$ cat src/trg_pkg.sv
`default_nettype none

package trg_pkg;

  // stream geometry
  localparam int unsigned tdata_width      = 128;
  localparam int unsigned slot_width       = 16;
  localparam int unsigned samples_per_beat = 8;
  localparam int unsigned adc_width        = 12;
  localparam int unsigned time_width       = 44;
  localparam int unsigned len_width        = 8;

  // register port
  localparam int unsigned cfg_addr_width = 3;
  localparam int unsigned cfg_data_width = 32;

  // exec state codes, 01 and 10 are paused
  localparam logic [1:0] exec_init = 2'b00;
  localparam logic [1:0] exec_trg  = 2'b11;

  localparam logic [cfg_addr_width-1:0] reg_exec      = 3'd0;
  localparam logic [cfg_addr_width-1:0] reg_baseline  = 3'd1;
  localparam logic [cfg_addr_width-1:0] reg_threshold = 3'd2;
  localparam logic [cfg_addr_width-1:0] reg_post_len  = 3'd3;
  localparam logic [cfg_addr_width-1:0] reg_max_len   = 3'd4;

  // ten percent of the 12-bit full scale
  localparam logic [adc_width-1:0] default_threshold = 12'd409;
  localparam logic [len_width-1:0] default_post_len  = 8'd38;
  localparam logic [len_width-1:0] default_max_len   = 8'd100;

  typedef struct packed {
    logic [1:0]                  exec;
    logic signed [adc_width-1:0] baseline;
    logic [adc_width-1:0]        threshold;
    logic [len_width-1:0]        post_len;
    logic [len_width-1:0]        max_len;
  } trg_cfg_t;

  typedef struct packed {
    logic [tdata_width-1:0] data;
    logic                   triggered;
  } trg_beat_t;

  // detect stage output, one per clock
  typedef struct packed {
    logic [tdata_width-1:0]      data;
    logic                        valid;
    logic                        hit;
    logic [time_width-1:0]       time_stamp;
    logic signed [adc_width-1:0] baseline;
  } trg_hit_t;

  typedef struct packed {
    logic [time_width-1:0]       time_stamp;
    logic signed [adc_width-1:0] baseline;
  } trg_event_t;

endpackage

`default_nettype wire

$ cat src/trg_config.sv
`default_nettype none

module trg_config import trg_pkg::*; (
  input  wire                      AXIS_ACLK,
  input  wire                      AXIS_ARESETN,
  input  wire                      cfg_we,
  input  wire [cfg_addr_width-1:0] cfg_addr,
  input  wire [cfg_data_width-1:0] cfg_wdata,
  output trg_cfg_t                 cfg
);

  trg_cfg_t cfg_q;

  // each field takes the low bits of the written word
  always_ff @(posedge AXIS_ACLK) begin
    if (!AXIS_ARESETN) begin
      cfg_q.exec      <= exec_init;
      cfg_q.baseline  <= '0;
      cfg_q.threshold <= default_threshold;
      cfg_q.post_len  <= default_post_len;
      cfg_q.max_len   <= default_max_len;
    end else if (cfg_we) begin
      case (cfg_addr)
        reg_exec: begin
          cfg_q.exec <= cfg_wdata[1:0];
        end
        reg_baseline: begin
          cfg_q.baseline <= cfg_wdata[adc_width-1:0];
        end
        reg_threshold: begin
          cfg_q.threshold <= cfg_wdata[adc_width-1:0];
        end
        reg_post_len: begin
          cfg_q.post_len <= cfg_wdata[len_width-1:0];
        end
        reg_max_len: begin
          cfg_q.max_len <= cfg_wdata[len_width-1:0];
        end
        // addresses 5 to 7 are not decoded
        default: begin
          cfg_q <= cfg_q;
        end
      endcase
    end
  end

  assign cfg = cfg_q;

endmodule

`default_nettype wire

$ cat src/trg_timebase.sv
`default_nettype none

module trg_timebase import trg_pkg::*; (
  input  wire                   AXIS_ACLK,
  input  wire                   AXIS_ARESETN,
  input  trg_cfg_t              cfg,
  output logic [time_width-1:0] current_time
);

  // zero in init, counts in trg, holds while paused
  always_ff @(posedge AXIS_ACLK) begin
    if (!AXIS_ARESETN) begin
      current_time <= '0;
    end else if (cfg.exec == exec_init) begin
      current_time <= '0;
    end else if (cfg.exec == exec_trg) begin
      current_time <= current_time + 1'b1;
    end
  end

endmodule

`default_nettype wire

$ cat src/trg_hit_detect.sv
`default_nettype none

module trg_hit_detect import trg_pkg::*; (
  input  wire                   AXIS_ACLK,
  input  wire                   AXIS_ARESETN,
  input  trg_cfg_t              cfg,
  input  wire [tdata_width-1:0] s_axis_tdata,
  input  wire                   s_axis_tvalid,
  input  wire [time_width-1:0]  current_time,
  output trg_hit_t              hit
);

  // two extra bits so sample minus baseline cannot wrap
  localparam int unsigned diff_width = adc_width + 2;

  logic [samples_per_beat-1:0] over_thr;

  always_comb begin
    logic signed [adc_width-1:0]  sample;
    logic signed [diff_width-1:0] diff;
    for (int i = 0; i < samples_per_beat; i++) begin
      // ADC value sits in the top bits of its slot
      sample = s_axis_tdata[slot_width*i + slot_width-1 -: adc_width];
      diff = diff_width'(sample) - diff_width'(cfg.baseline);
      over_thr[i] = (diff >= $signed({2'b00, cfg.threshold}));
    end
  end

  always_ff @(posedge AXIS_ACLK) begin
    if (!AXIS_ARESETN) begin
      hit.valid <= 1'b0;
      hit.hit   <= 1'b0;
    end else begin
      hit.valid <= s_axis_tvalid;
      hit.hit   <= s_axis_tvalid && (|over_thr);
    end
  end

  // beat payload with its time and baseline
  always_ff @(posedge AXIS_ACLK) begin
    hit.data       <= s_axis_tdata;
    hit.time_stamp <= current_time;
    hit.baseline   <= cfg.baseline;
  end

endmodule

`default_nettype wire

$ cat src/trg_window.sv
`default_nettype none

module trg_window import trg_pkg::*; (
  input  wire         AXIS_ACLK,
  input  wire         AXIS_ARESETN,
  input  trg_cfg_t    cfg,
  input  trg_hit_t    hit,
  output trg_beat_t   out_beat,
  output logic        out_valid,
  output trg_event_t  event_data,
  output logic        event_valid
);

  // one bit wider than the lengths so saturation is out of reach
  localparam int unsigned cnt_width = len_width + 1;
  localparam logic [cnt_width-1:0] cnt_sat = '1;

  logic [cnt_width-1:0] post_cnt;
  logic [cnt_width-1:0] full_cnt;
  logic                 prev_hit;
  logic                 win_open;

  logic                 run;
  logic                 start;
  logic [cnt_width-1:0] post_idx;
  logic [cnt_width-1:0] full_idx;
  logic                 in_len;
  logic                 in_post;
  logic                 trig;

  assign run = hit.valid && (cfg.exec == exec_trg);

  // a re-hit while the window is still open only extends it
  assign start = hit.hit && !prev_hit && !win_open;

  // valid beats since last hit and since window start
  always_comb begin
    if (hit.hit) begin
      post_idx = '0;
    end else if (post_cnt == cnt_sat) begin
      post_idx = post_cnt;
    end else begin
      post_idx = post_cnt + 1'b1;
    end

    if (start) begin
      full_idx = '0;
    end else if (full_cnt == cnt_sat) begin
      full_idx = full_cnt;
    end else begin
      full_idx = full_cnt + 1'b1;
    end
  end

  assign in_len  = (full_idx < {1'b0, cfg.max_len});
  assign in_post = hit.hit || (post_idx <= {1'b0, cfg.post_len});
  assign trig    = run && in_len && in_post;

  always_ff @(posedge AXIS_ACLK) begin
    if (!AXIS_ARESETN) begin
      post_cnt <= cnt_sat;
      full_cnt <= cnt_sat;
      prev_hit <= 1'b0;
      win_open <= 1'b0;
    end else if (cfg.exec == exec_init) begin
      post_cnt <= cnt_sat;
      full_cnt <= cnt_sat;
      prev_hit <= 1'b0;
      win_open <= 1'b0;
    end else if (run) begin
      post_cnt <= post_idx;
      full_cnt <= full_idx;
      prev_hit <= hit.hit;
      win_open <= trig;
    end
  end

  always_ff @(posedge AXIS_ACLK) begin
    if (!AXIS_ARESETN) begin
      out_valid          <= 1'b0;
      out_beat.triggered <= 1'b0;
      event_valid        <= 1'b0;
    end else begin
      out_valid          <= hit.valid;
      out_beat.triggered <= trig;
      event_valid        <= trig && start;
    end
  end

  always_ff @(posedge AXIS_ACLK) begin
    out_beat.data <= hit.data;
    // event payload follows the window start beat
    if (trig && start) begin
      event_data.time_stamp <= hit.time_stamp;
      event_data.baseline   <= hit.baseline;
    end
  end

endmodule

`default_nettype wire

$ cat src/trg_top.sv
`default_nettype none

module trg_top import trg_pkg::*; (
  input  wire                      AXIS_ACLK,
  input  wire                      AXIS_ARESETN,
  input  wire                      cfg_we,
  input  wire [cfg_addr_width-1:0] cfg_addr,
  input  wire [cfg_data_width-1:0] cfg_wdata,
  input  wire [tdata_width-1:0]    s_axis_tdata,
  input  wire                      s_axis_tvalid,
  output trg_beat_t                out_beat,
  output logic                     out_valid,
  output trg_event_t               event_data,
  output logic                     event_valid
);

  trg_cfg_t              cfg;
  logic [time_width-1:0] current_time;
  trg_hit_t              hit;

  // register block shared by all stages
  trg_config config_i (
    .AXIS_ACLK    (AXIS_ACLK),
    .AXIS_ARESETN (AXIS_ARESETN),
    .cfg_we       (cfg_we),
    .cfg_addr     (cfg_addr),
    .cfg_wdata    (cfg_wdata),
    .cfg          (cfg)
  );

  trg_timebase timebase_i (
    .AXIS_ACLK    (AXIS_ACLK),
    .AXIS_ARESETN (AXIS_ARESETN),
    .cfg          (cfg),
    .current_time (current_time)
  );

  // stage one, threshold compare
  trg_hit_detect hit_detect_i (
    .AXIS_ACLK     (AXIS_ACLK),
    .AXIS_ARESETN  (AXIS_ARESETN),
    .cfg           (cfg),
    .s_axis_tdata  (s_axis_tdata),
    .s_axis_tvalid (s_axis_tvalid),
    .current_time  (current_time),
    .hit           (hit)
  );

  // stage two, window and event
  trg_window window_i (
    .AXIS_ACLK    (AXIS_ACLK),
    .AXIS_ARESETN (AXIS_ARESETN),
    .cfg          (cfg),
    .hit          (hit),
    .out_beat     (out_beat),
    .out_valid    (out_valid),
    .event_data   (event_data),
    .event_valid  (event_valid)
  );

endmodule

`default_nettype wire

$ cat config.mk
export PLATFORM = sky130hd
export DESIGN_NAME = trg_top
export DESIGN_NICKNAME = d
export VERILOG_FILES = /design/src/trg_pkg.sv /design/src/trg_config.sv /design/src/trg_timebase.sv /design/src/trg_hit_detect.sv /design/src/trg_window.sv /design/src/trg_top.sv
export SDC_FILE = /design/constraint.sdc
export NUM_CORES = 1
export LEC_CHECK = 0
export BUFFER_PORTS_ARGS = -buffer_cell sky130_fd_sc_hd__buf_2
export CELL_PAD_IN_SITES_DETAIL_PLACEMENT = 0
export CELL_PAD_IN_SITES_GLOBAL_PLACEMENT = 1
export CORE_MARGIN = 2
export CORE_UTILIZATION = 43
export CTS_CLUSTER_DIAMETER = 200
export DETAILED_ROUTE_END_ITERATION = 8
export GPL_TIMING_DRIVEN = 0
export PLACE_DENSITY = 0.86
export SYNTH_ARGS = -nofsm -noshare
export SYNTH_HDL_FRONTEND = slang
export SYNTH_SLANG_ARGS = --single-unit
$ cat constraint.sdc
create_clock -name AXIS_ACLK -period 6.9 [get_ports AXIS_ACLK]
set_clock_uncertainty 0.15 [all_clocks]
set_input_delay 1.035 -clock AXIS_ACLK [delete_from_list [all_inputs] [get_ports AXIS_ACLK]]
set_output_delay 1.035 -clock AXIS_ACLK [all_outputs]
set_load 0.01 [all_outputs]
Word level (Yosys, flattened, before mapping):

Index checks and enable logic that the tools add are counted.

* bitwise logic cells: 1
* shift-type cells: 0
* equality and inequality tests: 7
* reduce and logical (&&, ||, !) cells: 19
* add/subtract/negate cells: 11
* multiplexer cells: 4
* $lt $le $gt $ge: 10
* divide/modulo/power cells: 0
* $mul: 0

Operators with widths (number)
* greater-or-equal comparator 14 x 13 -> 1 bit: 8
* subtractor 12 x 12 -> 13 bit: 8
* adder 44 x 1 -> 44 bit, second input constant: 1
* 2-to-1 mux 9 bit: 4
* adder 9 x 1 -> 9 bit, second input constant: 2
* equality test 9 bit, second input constant: 2
* AND reduction 2 bit: 5
* less-or-equal comparator 9 x 8 -> 1 bit: 1
* < comparator 9 x 8 -> 1 bit: 1
* OR reduction 8 bit: 1
* logical AND 1 bit: 7
* equality test 3 x 2 -> 1 bit, second input constant: 2
* equality test 3 x 1 -> 1 bit, second input constant: 1
* equality test 3 bit, second input constant: 1
* logical NOT 3 bit: 1
* equality test 2 bit, second input constant: 1
* logical NOT 1 bit: 2
* logical NOT 2 bit: 1
* OR reduction 2 bit: 1
* logical OR 1 bit: 1
* NOT 1 bit: 1

* memory bits (writable): 0
* bits of input ports: 167
* bits in read-only memories: 0
* output and inout bits: 187
* register bits: 479
* bits in latches: 0
* logic and storage cells: 73
* memories: 0

Depth between registers and ports, before layout:

Gate-level depths: netlist of the first run.

* word-level depth: 8
* mapped depth: 20
* gate-level depth less buffers: 20

Modules after synthesis:

Synthesis of the first run repeated with hierarchy kept, for this count alone.

* cells, all modules: 1774
* area, all modules: 19454.9 um^2

Modules (own cells, without submodules)
* trg_hit_detect: instances 1, sequential area each 3723.6 um^2, area an instance 9648.0 um^2, cells each 939
* trg_window: instances 1, sequential area each 4704.5 um^2, area an instance 5994.5 um^2, cells each 417
* trg_timebase: instances 1, sequential area each 880.8 um^2, area an instance 2124.5 um^2, cells each 255
* trg_config: instances 1, sequential area each 840.8 um^2, area an instance 1687.9 um^2, cells each 163

Worst setup path after synthesis of the first run:

No wires, ideal clock.

* path type: reg2reg
* from: register window_i.post_cnt[0]
* to: register window_i.event_data[0] (netlist name)
* stages on the path, launching flop included: 19
* arrival time: 5.521 ns
* period minus slack after synthesis: 6.141 ns
* path buffers: 1
* setup time: 0.470 ns
* required time: 6.280 ns
* path slack: 0.759 ns
* path through: dfxtp_1 -> ha_1 -> nand2_1 -> nor2_1 -> and3_1 -> and2_1 -> clkbuf_1 -> nor2_1 -> xnor2_1 -> nor2_1 -> ha_1 -> a21o_1 -> a21oi_1 -> a21boi_0 -> o21a_1 -> o21a_1 -> o21ai_0 -> or3b_2 -> nor2_1

* word-level cells in the longest chain between the ends: 7
* elaborated cells on any way between the ends: 8
* those cells by class: 1 x add/sub; 1 x order compare; 1 x eq/ne; 2 x mux; 3 x reduce/logical

RTL lines
* from (decl): line trg_window.sv:18 `logic [cnt_width-1:0] post_cnt;`
* from (signal assigned): line trg_window.sv:61 `post_cnt <= cnt_sat;`
* from (signal assigned): line trg_window.sv:66 `post_cnt <= cnt_sat;`
* from (signal assigned): line trg_window.sv:71 `post_cnt <= post_idx;`
* adder 9 x 1 -> 9 bit or equality test 9 bit (tied branches): line trg_window.sv:43, trg_window.sv:40
* 2-to-1 mux 9 bit (*): line trg_window.sv:40 `end else if (post_cnt == cnt_sat) begin`
* 2-to-1 mux 9 bit (*): line trg_window.sv:38 `if (hit.hit) begin`
* named net window_i.post_idx[3]: line trg_window.sv:25 `logic [cnt_width-1:0] post_idx;`
* less-or-equal comparator 9 x 8 -> 1 bit (*): line trg_window.sv:56 `assign in_post = hit.hit || (post_idx <= {1'b0, cfg.post_len});`
* logical OR 1 bit (*): line trg_window.sv:56
* logical AND 1 bit (*): line trg_window.sv:57 `assign trig = run && in_len && in_post;`
* logical AND 1 bit (*): line trg_window.sv:93 `if (trig && start) begin`

The timed path passes the listed nets; every way through them passes the cells marked *.
A chain may end at the register's enable or synchronous reset.

Worst setup path after layout of the first run:

* from: register window_i.post_cnt[0]
* to: register window_i.event_data[42] (netlist name)

* word-level cells in the longest chain between the ends: 7
* elaborated cells on any way between the ends: 8
* those cells by class: 1 x add/sub; 1 x order compare; 1 x eq/ne; 2 x mux; 3 x reduce/logical

RTL lines (line)
* adder 9 x 1 -> 9 bit or equality test 9 bit (tied branches): trg_window.sv:43, trg_window.sv:40
* 2-to-1 mux 9 bit (*): trg_window.sv:40
* 2-to-1 mux 9 bit (*): trg_window.sv:38
* named net window_i.post_idx[5]: trg_window.sv:25
* less-or-equal comparator 9 x 8 -> 1 bit (*): trg_window.sv:56
* logical OR 1 bit (*): trg_window.sv:56
* logical AND 1 bit (*): trg_window.sv:57
* logical AND 1 bit (*): trg_window.sv:93

Marked as above.

==> results of run 1 <==
## layout make-up
class,instances,area [sq um]
fill,3866,20880
timing repair buffer,334,1687
multi-input combinational,1172,8454
antenna,2,5.005
inverter,79,296.5
clock inverter,26,349.1
clock buffer,61,1269
sequential,479,10150
buffer,28,106.4
tap,592,740.7
## stage by stage
step	hold WS, ps	TNS, ps	total power, mW	std cells
finish	162.5	0	6.200	2773
global route	176.0	0	6.479	2773
CTS	164.6	0	6.268	2771
detailed placement	162.1	0	3.644	2684
global placement	160.1	-40790	3.618	2683
floorplan	159.6	0	3.415	1758
## critical path, cell delays in order (launching register included)
cell and delay (ps):
sky130_fd_sc_hd__dfxtp_1 440, sky130_fd_sc_hd__ha_1 200, sky130_fd_sc_hd__nand2_1 80, sky130_fd_sc_hd__nor2_1 160, sky130_fd_sc_hd__and3_1 240, sky130_fd_sc_hd__and2_1 140, sky130_fd_sc_hd__clkbuf_1 250, sky130_fd_sc_hd__nor2_1 170
sky130_fd_sc_hd__and3_1 240, sky130_fd_sc_hd__xnor2_1 190, sky130_fd_sc_hd__nor2_1 70, sky130_fd_sc_hd__ha_1 300, sky130_fd_sc_hd__a21boi_0 130, sky130_fd_sc_hd__o21a_1 180, sky130_fd_sc_hd__o21a_1 150, sky130_fd_sc_hd__o21ai_0 180
sky130_fd_sc_hd__or3b_2 510, sky130_fd_sc_hd__nor2_4 550, sky130_fd_sc_hd__buf_12 290
## cells by family (layout without fill, tap and decap cells)
kind of cell	Yosys count	after routing
flip-flops	479	479
other	0	2
AO/OA/AOI/OAI	329	329
buffers and inverters	107	528
multiplexers	7	7
adder cells (fa/ha/maj)	218	218
AND/OR/NAND/NOR	500	500
XOR/XNOR	118	118
## sequential cells by signal (all words and copies together), names as in the netlist
register,flops
window_i.prev_hit,1
window_i.win_open,1
window_i.event_valid,1
window_i.event_data,56
timebase_i.current_time,44
hit_detect_i.hit,186
window_i.out_beat,129
config_i.cfg,42
window_i.full_cnt,9
window_i.post_cnt,9
window_i.out_valid,1
## power by group
part / total (mW) / internal, mW / leakage, nW / switching [mW]
clock network: 2.61 / 1.51 / 0.779 / 1.10
logic: 0.663 / 0.294 / 4.93 / 0.369
registers: 2.92 / 2.90 / 3.91 / 0.0249
total: 6.20 / 4.70 / 9.62 / 1.50
## final timing paths
path / endpoint / slack (ps) / cells past startpoint
hold / removal: window_i.out_beat[102] / 160 / 0
setup reg to reg: window_i.event_data[42] / 1930 / 18
hold reg to reg: window_i.out_beat[102] / 160 / 0
setup / recovery: window_i.event_data[42] / 1930 / 18
## cells in the mapped netlist (36+ instances only)
library cell	count	area [sq um]
sky130_fd_sc_hd__o21ai_0	60	300.3
sky130_fd_sc_hd__nor2_1	111	416.7
sky130_fd_sc_hd__ha_1	210	2628
sky130_fd_sc_hd__a21o_1	36	270.3
sky130_fd_sc_hd__xnor2_1	67	586.8
sky130_fd_sc_hd__inv_1	79	296.5
sky130_fd_sc_hd__dfxtp_1	423	8468
sky130_fd_sc_hd__nand2_1	155	581.8
sky130_fd_sc_hd__edfxtp_1	56	1682
sky130_fd_sc_hd__xor2_1	51	446.7
sky130_fd_sc_hd__a21oi_1	103	515.5
sky130_fd_sc_hd__nand3_1	61	305.3
## metal layers
metal | vias up | track usage, % | wire length [microns]
li1 | 6946 | - | -
met1 | 6288 | 25.21 | 20690
met2 | 335 | 33.38 | 21150
met3 | 95 | 4.610 | 2529
met4 | 10 | 7.708 | 1590
met5 | - | 0 | 61
==> run metrics, run 1 <==
run status complete, no violations; FMAX 201.3 MHz; antenna violations before repair 7; routed length per instance approximately 17 microns; XOR/XNOR share of the synthesized area 5.440%; Final Max Tran Viols 0; vias 13670; buffers inserted by post-CTS timing repair 0; H-tree levels 2; routed wire length 46.02 mm; # hold bufs at CTS 0; final layout net count 2526; number of synthesized flops with an enable pin 56; part of the cycle the worst path needs 71.98%; total of buffers placed on input and output ports 333; Post-Place Setup Slack between 1500 and 2000 ps; library cells used by synthesis 70; effective utilization at floorplan 43.25%; placed inst area 21430 sq um; final critical-path setup slack ~1900 ps; root buffer cell sky130_fd_sc_hd__clkbuf_16; post-synthesis area per instance 10.81 sq um; Hold/Removal Path Class flip-flop to flip-flop; IR Drop Worst-Case VDD around 0.00018 V; final worst path period need 4967 ps; Worst-Skew Late Latency 600 ps; fraction of synthesis flops using an asynchronous set or reset pin 0%; Boundary Pins 354; Req. time, crit path 7050 ps; final standard cell utilization of the core roughly 52%; final global-route overflow total 0; flip-flop and latch count after synthesis 479; Post-synth top flop sky130_fd_sc_hd__dfxtp_1; cell leakage power 9.617 nW; data arrival time of the critical path 5110 ps; Critical Path Start Type flip-flop; number of buffers added by the clock tree synthesis step 47; initial DRC count 666; worst setup path class flip-flop to flip-flop; remaining antenna violation count after routing 0; hold violation total from the final report 0; area of all placed cells without fillers 23060 sq um; leading cell type in the layout, fill and taps excluded sky130_fd_sc_hd__dfxtp_1; post-synthesis cell count 1758; Vert. Die Dim 214.2 microns; Synth Warn # 0; floorplan row count 77; source of the critical timing path window_i.post_cnt[0]; Die Wd ~210 microns; unrepaired setup endpoints after global routing false; vias in the first global route roughly 14000; simple-gate portion of the synthesized area 12.97%; complex-gate fraction of the synthesized area between 10% and 20%; Cell Pwr Density about 270 nW/um^2; max-slew headroom at the worst pin 50.12%; Vias per Instance 4.931; Crit. End Element flip-flop; global-route wire length before repair 72.62 mm; count of TritonRoute iterations in the first routing pass 4; top library cells by usage in the layout, fill and taps aside 423 x sky130_fd_sc_hd__dfxtp_1, 333 x sky130_fd_sc_hd__buf_2, 210 x sky130_fd_sc_hd__ha_1; CTS resizes 0; Hold Crit Start hit_detect_i.hit[159]; die outline area 45880 sq um; clock-pin slew on the worst setup and hold paths 60 ps; GR Util All Layers 20.01%; portion of the post-synthesis area used by sequential elements 53.42%; startpoint of the worst-slack reg-to-reg timing path window_i.post_cnt[0]; mux cell area share after synthesis 0.3754%; max-cap violation count 0; maximum buffer depth of the clock tree 3; TritonCTS clock tree yes; Syn Nets 2143; transition time at the pin with the least slew margin 747.4 ps; DRC 0; largest net degree at the start of global routing 39; weighted congestion reported at the end of routability-driven placement 0.8499; layout cell share with drive strength beyond 1 20.24%; Core Area 43930 sq um; fraction of the mapped netlist area in adder cells 14.67%; combinational family with the most area after synthesis adder cells; highest net fanout along the worst path 38; layout-stage area growth over the synthesis result 21.36%; synthesized area between 15000 and 20000 sq um; Sink Count between 400 and 500; # setup viols final 0; detailed placement HPWL around 35 mm
(Power assumes the default switching activity.)
==> inputs of run 2 (changes only) <==
Settings changed: ABC_AREA from default to 1, PLACE_DENSITY 0.86 to 0.87.
Clock period 6.9 ns to 4.6 ns, I/O delays scaled along.
==> run metrics, run 2 <==
final std cells w/o fill 3133 (+13%); Boundary Pins 354 (unchanged); fraction of the mapped netlist area in adder cells 14.10% (-0.57 points); summed negative setup slack over all endpoints 0 ps (unchanged); Req. time, crit path 4660 ps (-2390 ps); worst setup path class flip-flop to flip-flop; Core Area 45380 sq um (+3.3%); Cell Pwr Density 403.4 nW/um^2 (+50%); vias 15280 (+12%); final critical-path setup slack 376.6 ps (-1556 ps); highest net fanout along the worst path 10 (-74%); synthesized area 19770 sq um (+4.1%); H-tree levels 2 (unchanged); data arrival time of the critical path 4280 ps (-830 ps); effective utilization at floorplan 43.56% (+0.32 points); top post-synthesis cells by area sky130_fd_sc_hd__dfxtp_1 43%, sky130_fd_sc_hd__ha_1 13%, sky130_fd_sc_hd__edfxtp_1 8.5%; hold violation total from the final report 0 (unchanged); post-synthesis cell count 2104 (+20%); maximum buffer depth of the clock tree 3 (unchanged); buffering stage count on the worst path with inverters included 1 (-1); Crit. End Element flip-flop; Final Max Tran Viols 0 (unchanged); initial DRC count 840 (+26%); delay of the slowest critical-path stage 640 ps (+90 ps); Worst-Skew Late Latency 590 ps (about the same); cell accounting for the most synthesized area sky130_fd_sc_hd__dfxtp_1; count of TritonRoute iterations in the first routing pass 7 (+3); final worst path period need 4223 ps (-743.6 ps); Post-synth top flop sky130_fd_sc_hd__dfxtp_1; top-area cell type share of the netlist area 42.83% (-1.7 points); transition time at the pin with the least slew margin 931.8 ps (+184.4 ps); DRC 0 (unchanged); fraction of synthesis flops using an asynchronous set or reset pin 0% (unchanged); IR Drop Worst-Case VDD 0.0003517 V (+92%); met1 WL 21.57 mm (+4.3%); total of buffers placed on input and output ports 332 (-0.30%); combinational family with the most area after synthesis simple AND/OR/NAND/NOR gates; Syn Nets 2489 (+16%); max-cap violation count 0 (unchanged); max-slew headroom at the worst pin 37.81% (-12 points); simple-gate portion of the synthesized area 15.96% (+3.0 points); CTS resizes 0 (unchanged); Largest regs hit_detect_i.hit: 186 flops, window_i.out_beat: 129 flops, window_i.event_data: 56 flops; XOR/XNOR share of the synthesized area 4.341% (-1.1 points); highest metal layer used by the detailed router met5; portion of the post-synthesis area used by sequential elements 51.34% (-2.1 points); TritonCTS clock tree yes; vias in the first global route 14930 (+9.2%); floorplan row count 78 (+1.3%); Post-Place Setup Slack 193.7 ps (-1389 ps); # setup viols final 0 (unchanged); category of cells accounting for the largest share of critical-path delay simple AND/OR/NAND/NOR gates; Sink Count 479 (unchanged); complex-gate fraction of the synthesized area 9.442% (-1.6 points); flip-flop and latch count after synthesis 479 (unchanged); Hold/Removal Path Class input port to flip-flop; dominant cell by count in the synthesized netlist sky130_fd_sc_hd__dfxtp_1; Largest register FFs 186 (unchanged); top library cells by usage in the layout, fill and taps aside 423 x sky130_fd_sc_hd__dfxtp_1, 365 x sky130_fd_sc_hd__nand2_1, 332 x sky130_fd_sc_hd__buf_2; FMAX 236.8 MHz (+18%); placed cells 3037 (+13%); run status complete, no violations; final hold slack 66.81 ps (-95.64 ps); global-route wire length before repair 76.29 mm (+5.1%); GR Util All Layers 20.53% (+0.52 points); layout cell share with drive strength beyond 1 18.15% (-2.1 points); final layout net count 2877 (+14%); unrepaired setup endpoints after global routing false; final global-route overflow total 0 (unchanged); register name with the most flops hit_detect_i.hit; leading post-synthesis cells by instance count 423 x sky130_fd_sc_hd__dfxtp_1, 365 x sky130_fd_sc_hd__nand2_1, 229 x sky130_fd_sc_hd__inv_1, 210 x sky130_fd_sc_hd__ha_1, 174 x sky130_fd_sc_hd__a21oi_1; remaining antenna violation count after routing 0 (unchanged); layout-stage area growth over the synthesis result 20.91%; cell leakage power 10.79 nW (+12%); root buffer cell sky130_fd_sc_hd__clkbuf_16; leading cell type in the layout, fill and taps excluded sky130_fd_sc_hd__dfxtp_1; mux cell area share after synthesis 0% (-0.38 points); weighted congestion reported at the end of routability-driven placement 0.8696 (+2.3%); Synth Warn # 0 (unchanged); Vias per Instance 4.877 (-1.1%); Critical Path Start Type flip-flop; met3 wire length 3.113 mm (+23%); number of buffers added by the clock tree synthesis step 47 (unchanged); largest net degree at the start of global routing 38 (-2.6%); clock-pin slew on the worst setup and hold paths 60 ps (about the same); Vert. Die Dim 218.4 microns (+2.0%); Die Wd 218.4 microns (+2.0%); slowest cell on the critical path sky130_fd_sc_hd__nor2_2; library cells used by synthesis 44 (-37%); post-synthesis area per instance 9.396 sq um (-13%); antenna violations before repair 9 (+2); die outline area 47710 sq um (+4.0%); part of the cycle the worst path needs 91.81% (+20 points); routed wire length 49.65 mm (+7.9%); number of synthesized flops with an enable pin 56 (unchanged); met2 layer wire length in the routed design 23.35 mm (+10%); cells traversed along the worst timing path ha_1, nand3_1, nor2_1, nand3_1, nor2_1, inv_2, nand3_1, nor2_1, or2_1, nand2_1, nor2_1, ha_1, nand2_1, nor2_1, o21ai_0, nand3_1, nand2_1, a21boi_0, o21ai_0, nand3_1, nor2_2; overall power consumption 9.643 mW (+56%); detailed placement HPWL 37.22 mm (+5.1%); routed length per instance 15.85 microns (-4.5%)
run 2: cell types whose count changed after synthesis, sizes merged, moves of 30 or more:
cell   delta
a21oi    +71
inv     +155
nand2   +219
nand3    +30
nor2     +51
o21ai    +32
xnor2    -33
run 2: layout make-up:
| cell class | count | area [sq um] |
|---|---|---|
| multi-input cells | 1375 | 8682 |
| fillers | 4168 | 21480 |
| inverters | 234 | 878.3 |
| well taps | 600 | 750.7 |
| clock inverters | 29 | 365.4 |
| diodes | 4 | 10.01 |
| clock buffers | 57 | 1275 |
| flip-flops and latches | 479 | 10150 |
| plain buffers | 17 | 73.82 |
| repair buffers | 338 | 1719 |
run 2: cells by family (layout without fill, tap and decap cells):
logic type               count (synthesis)  in the layout
AO/OA/AOI/OAI                          338            338
AND/OR/NAND/NOR                        720            721
buffers and inverters                  251            675
other                                    0              4
XOR/XNOR                                98             98
flip-flops                             479            479
adder cells (fa/ha/maj)                218            218
run 2: per-layer routing:
layer | vias up | global-route usage [%]
met1 | 6948 | 24.91
met4 | 10 | 7.982
met3 | 100 | 4.370
met2 | 408 | 35.44
met5 | - | 0
li1 | 7815 | -
run 2: power by group:
group          leakage (nW)  switching (mW)  internal (mW)  total (mW)
Sequential             3.93          0.0393           4.35        4.39
Clock                 0.800            1.61           2.39        4.00
Combinational          6.06           0.736          0.511        1.25
Total                  10.8            2.39           7.25        9.64
run 2: final timing paths:
kind | slack (ps) | from | cells after the start | endpoint
max | 380 | window_i.post_cnt[0] | 21 | window_i.event_data[8]
min | 70 | s_axis_tdata[80] | 1 | hit_detect_i.hit[138]
max reg2reg | 380 | window_i.post_cnt[0] | 21 | window_i.event_data[8]
min reg2reg | 170 | hit_detect_i.hit[132] | 0 | window_i.out_beat[75]
run 2: what timing repair did:
item                       in CTS  in global routing
setup buffers                   0                  5
hold buffers                    0                  0
setup endpoints to repair       0                 37
run 2: stage by stage:
stage               area [sq um]  util, %
global route               23900    52.66
floorplan                  19770        -
finish                     23900    52.67
detailed placement         22210    48.94
global placement           22190    48.89
CTS                        23850    52.56
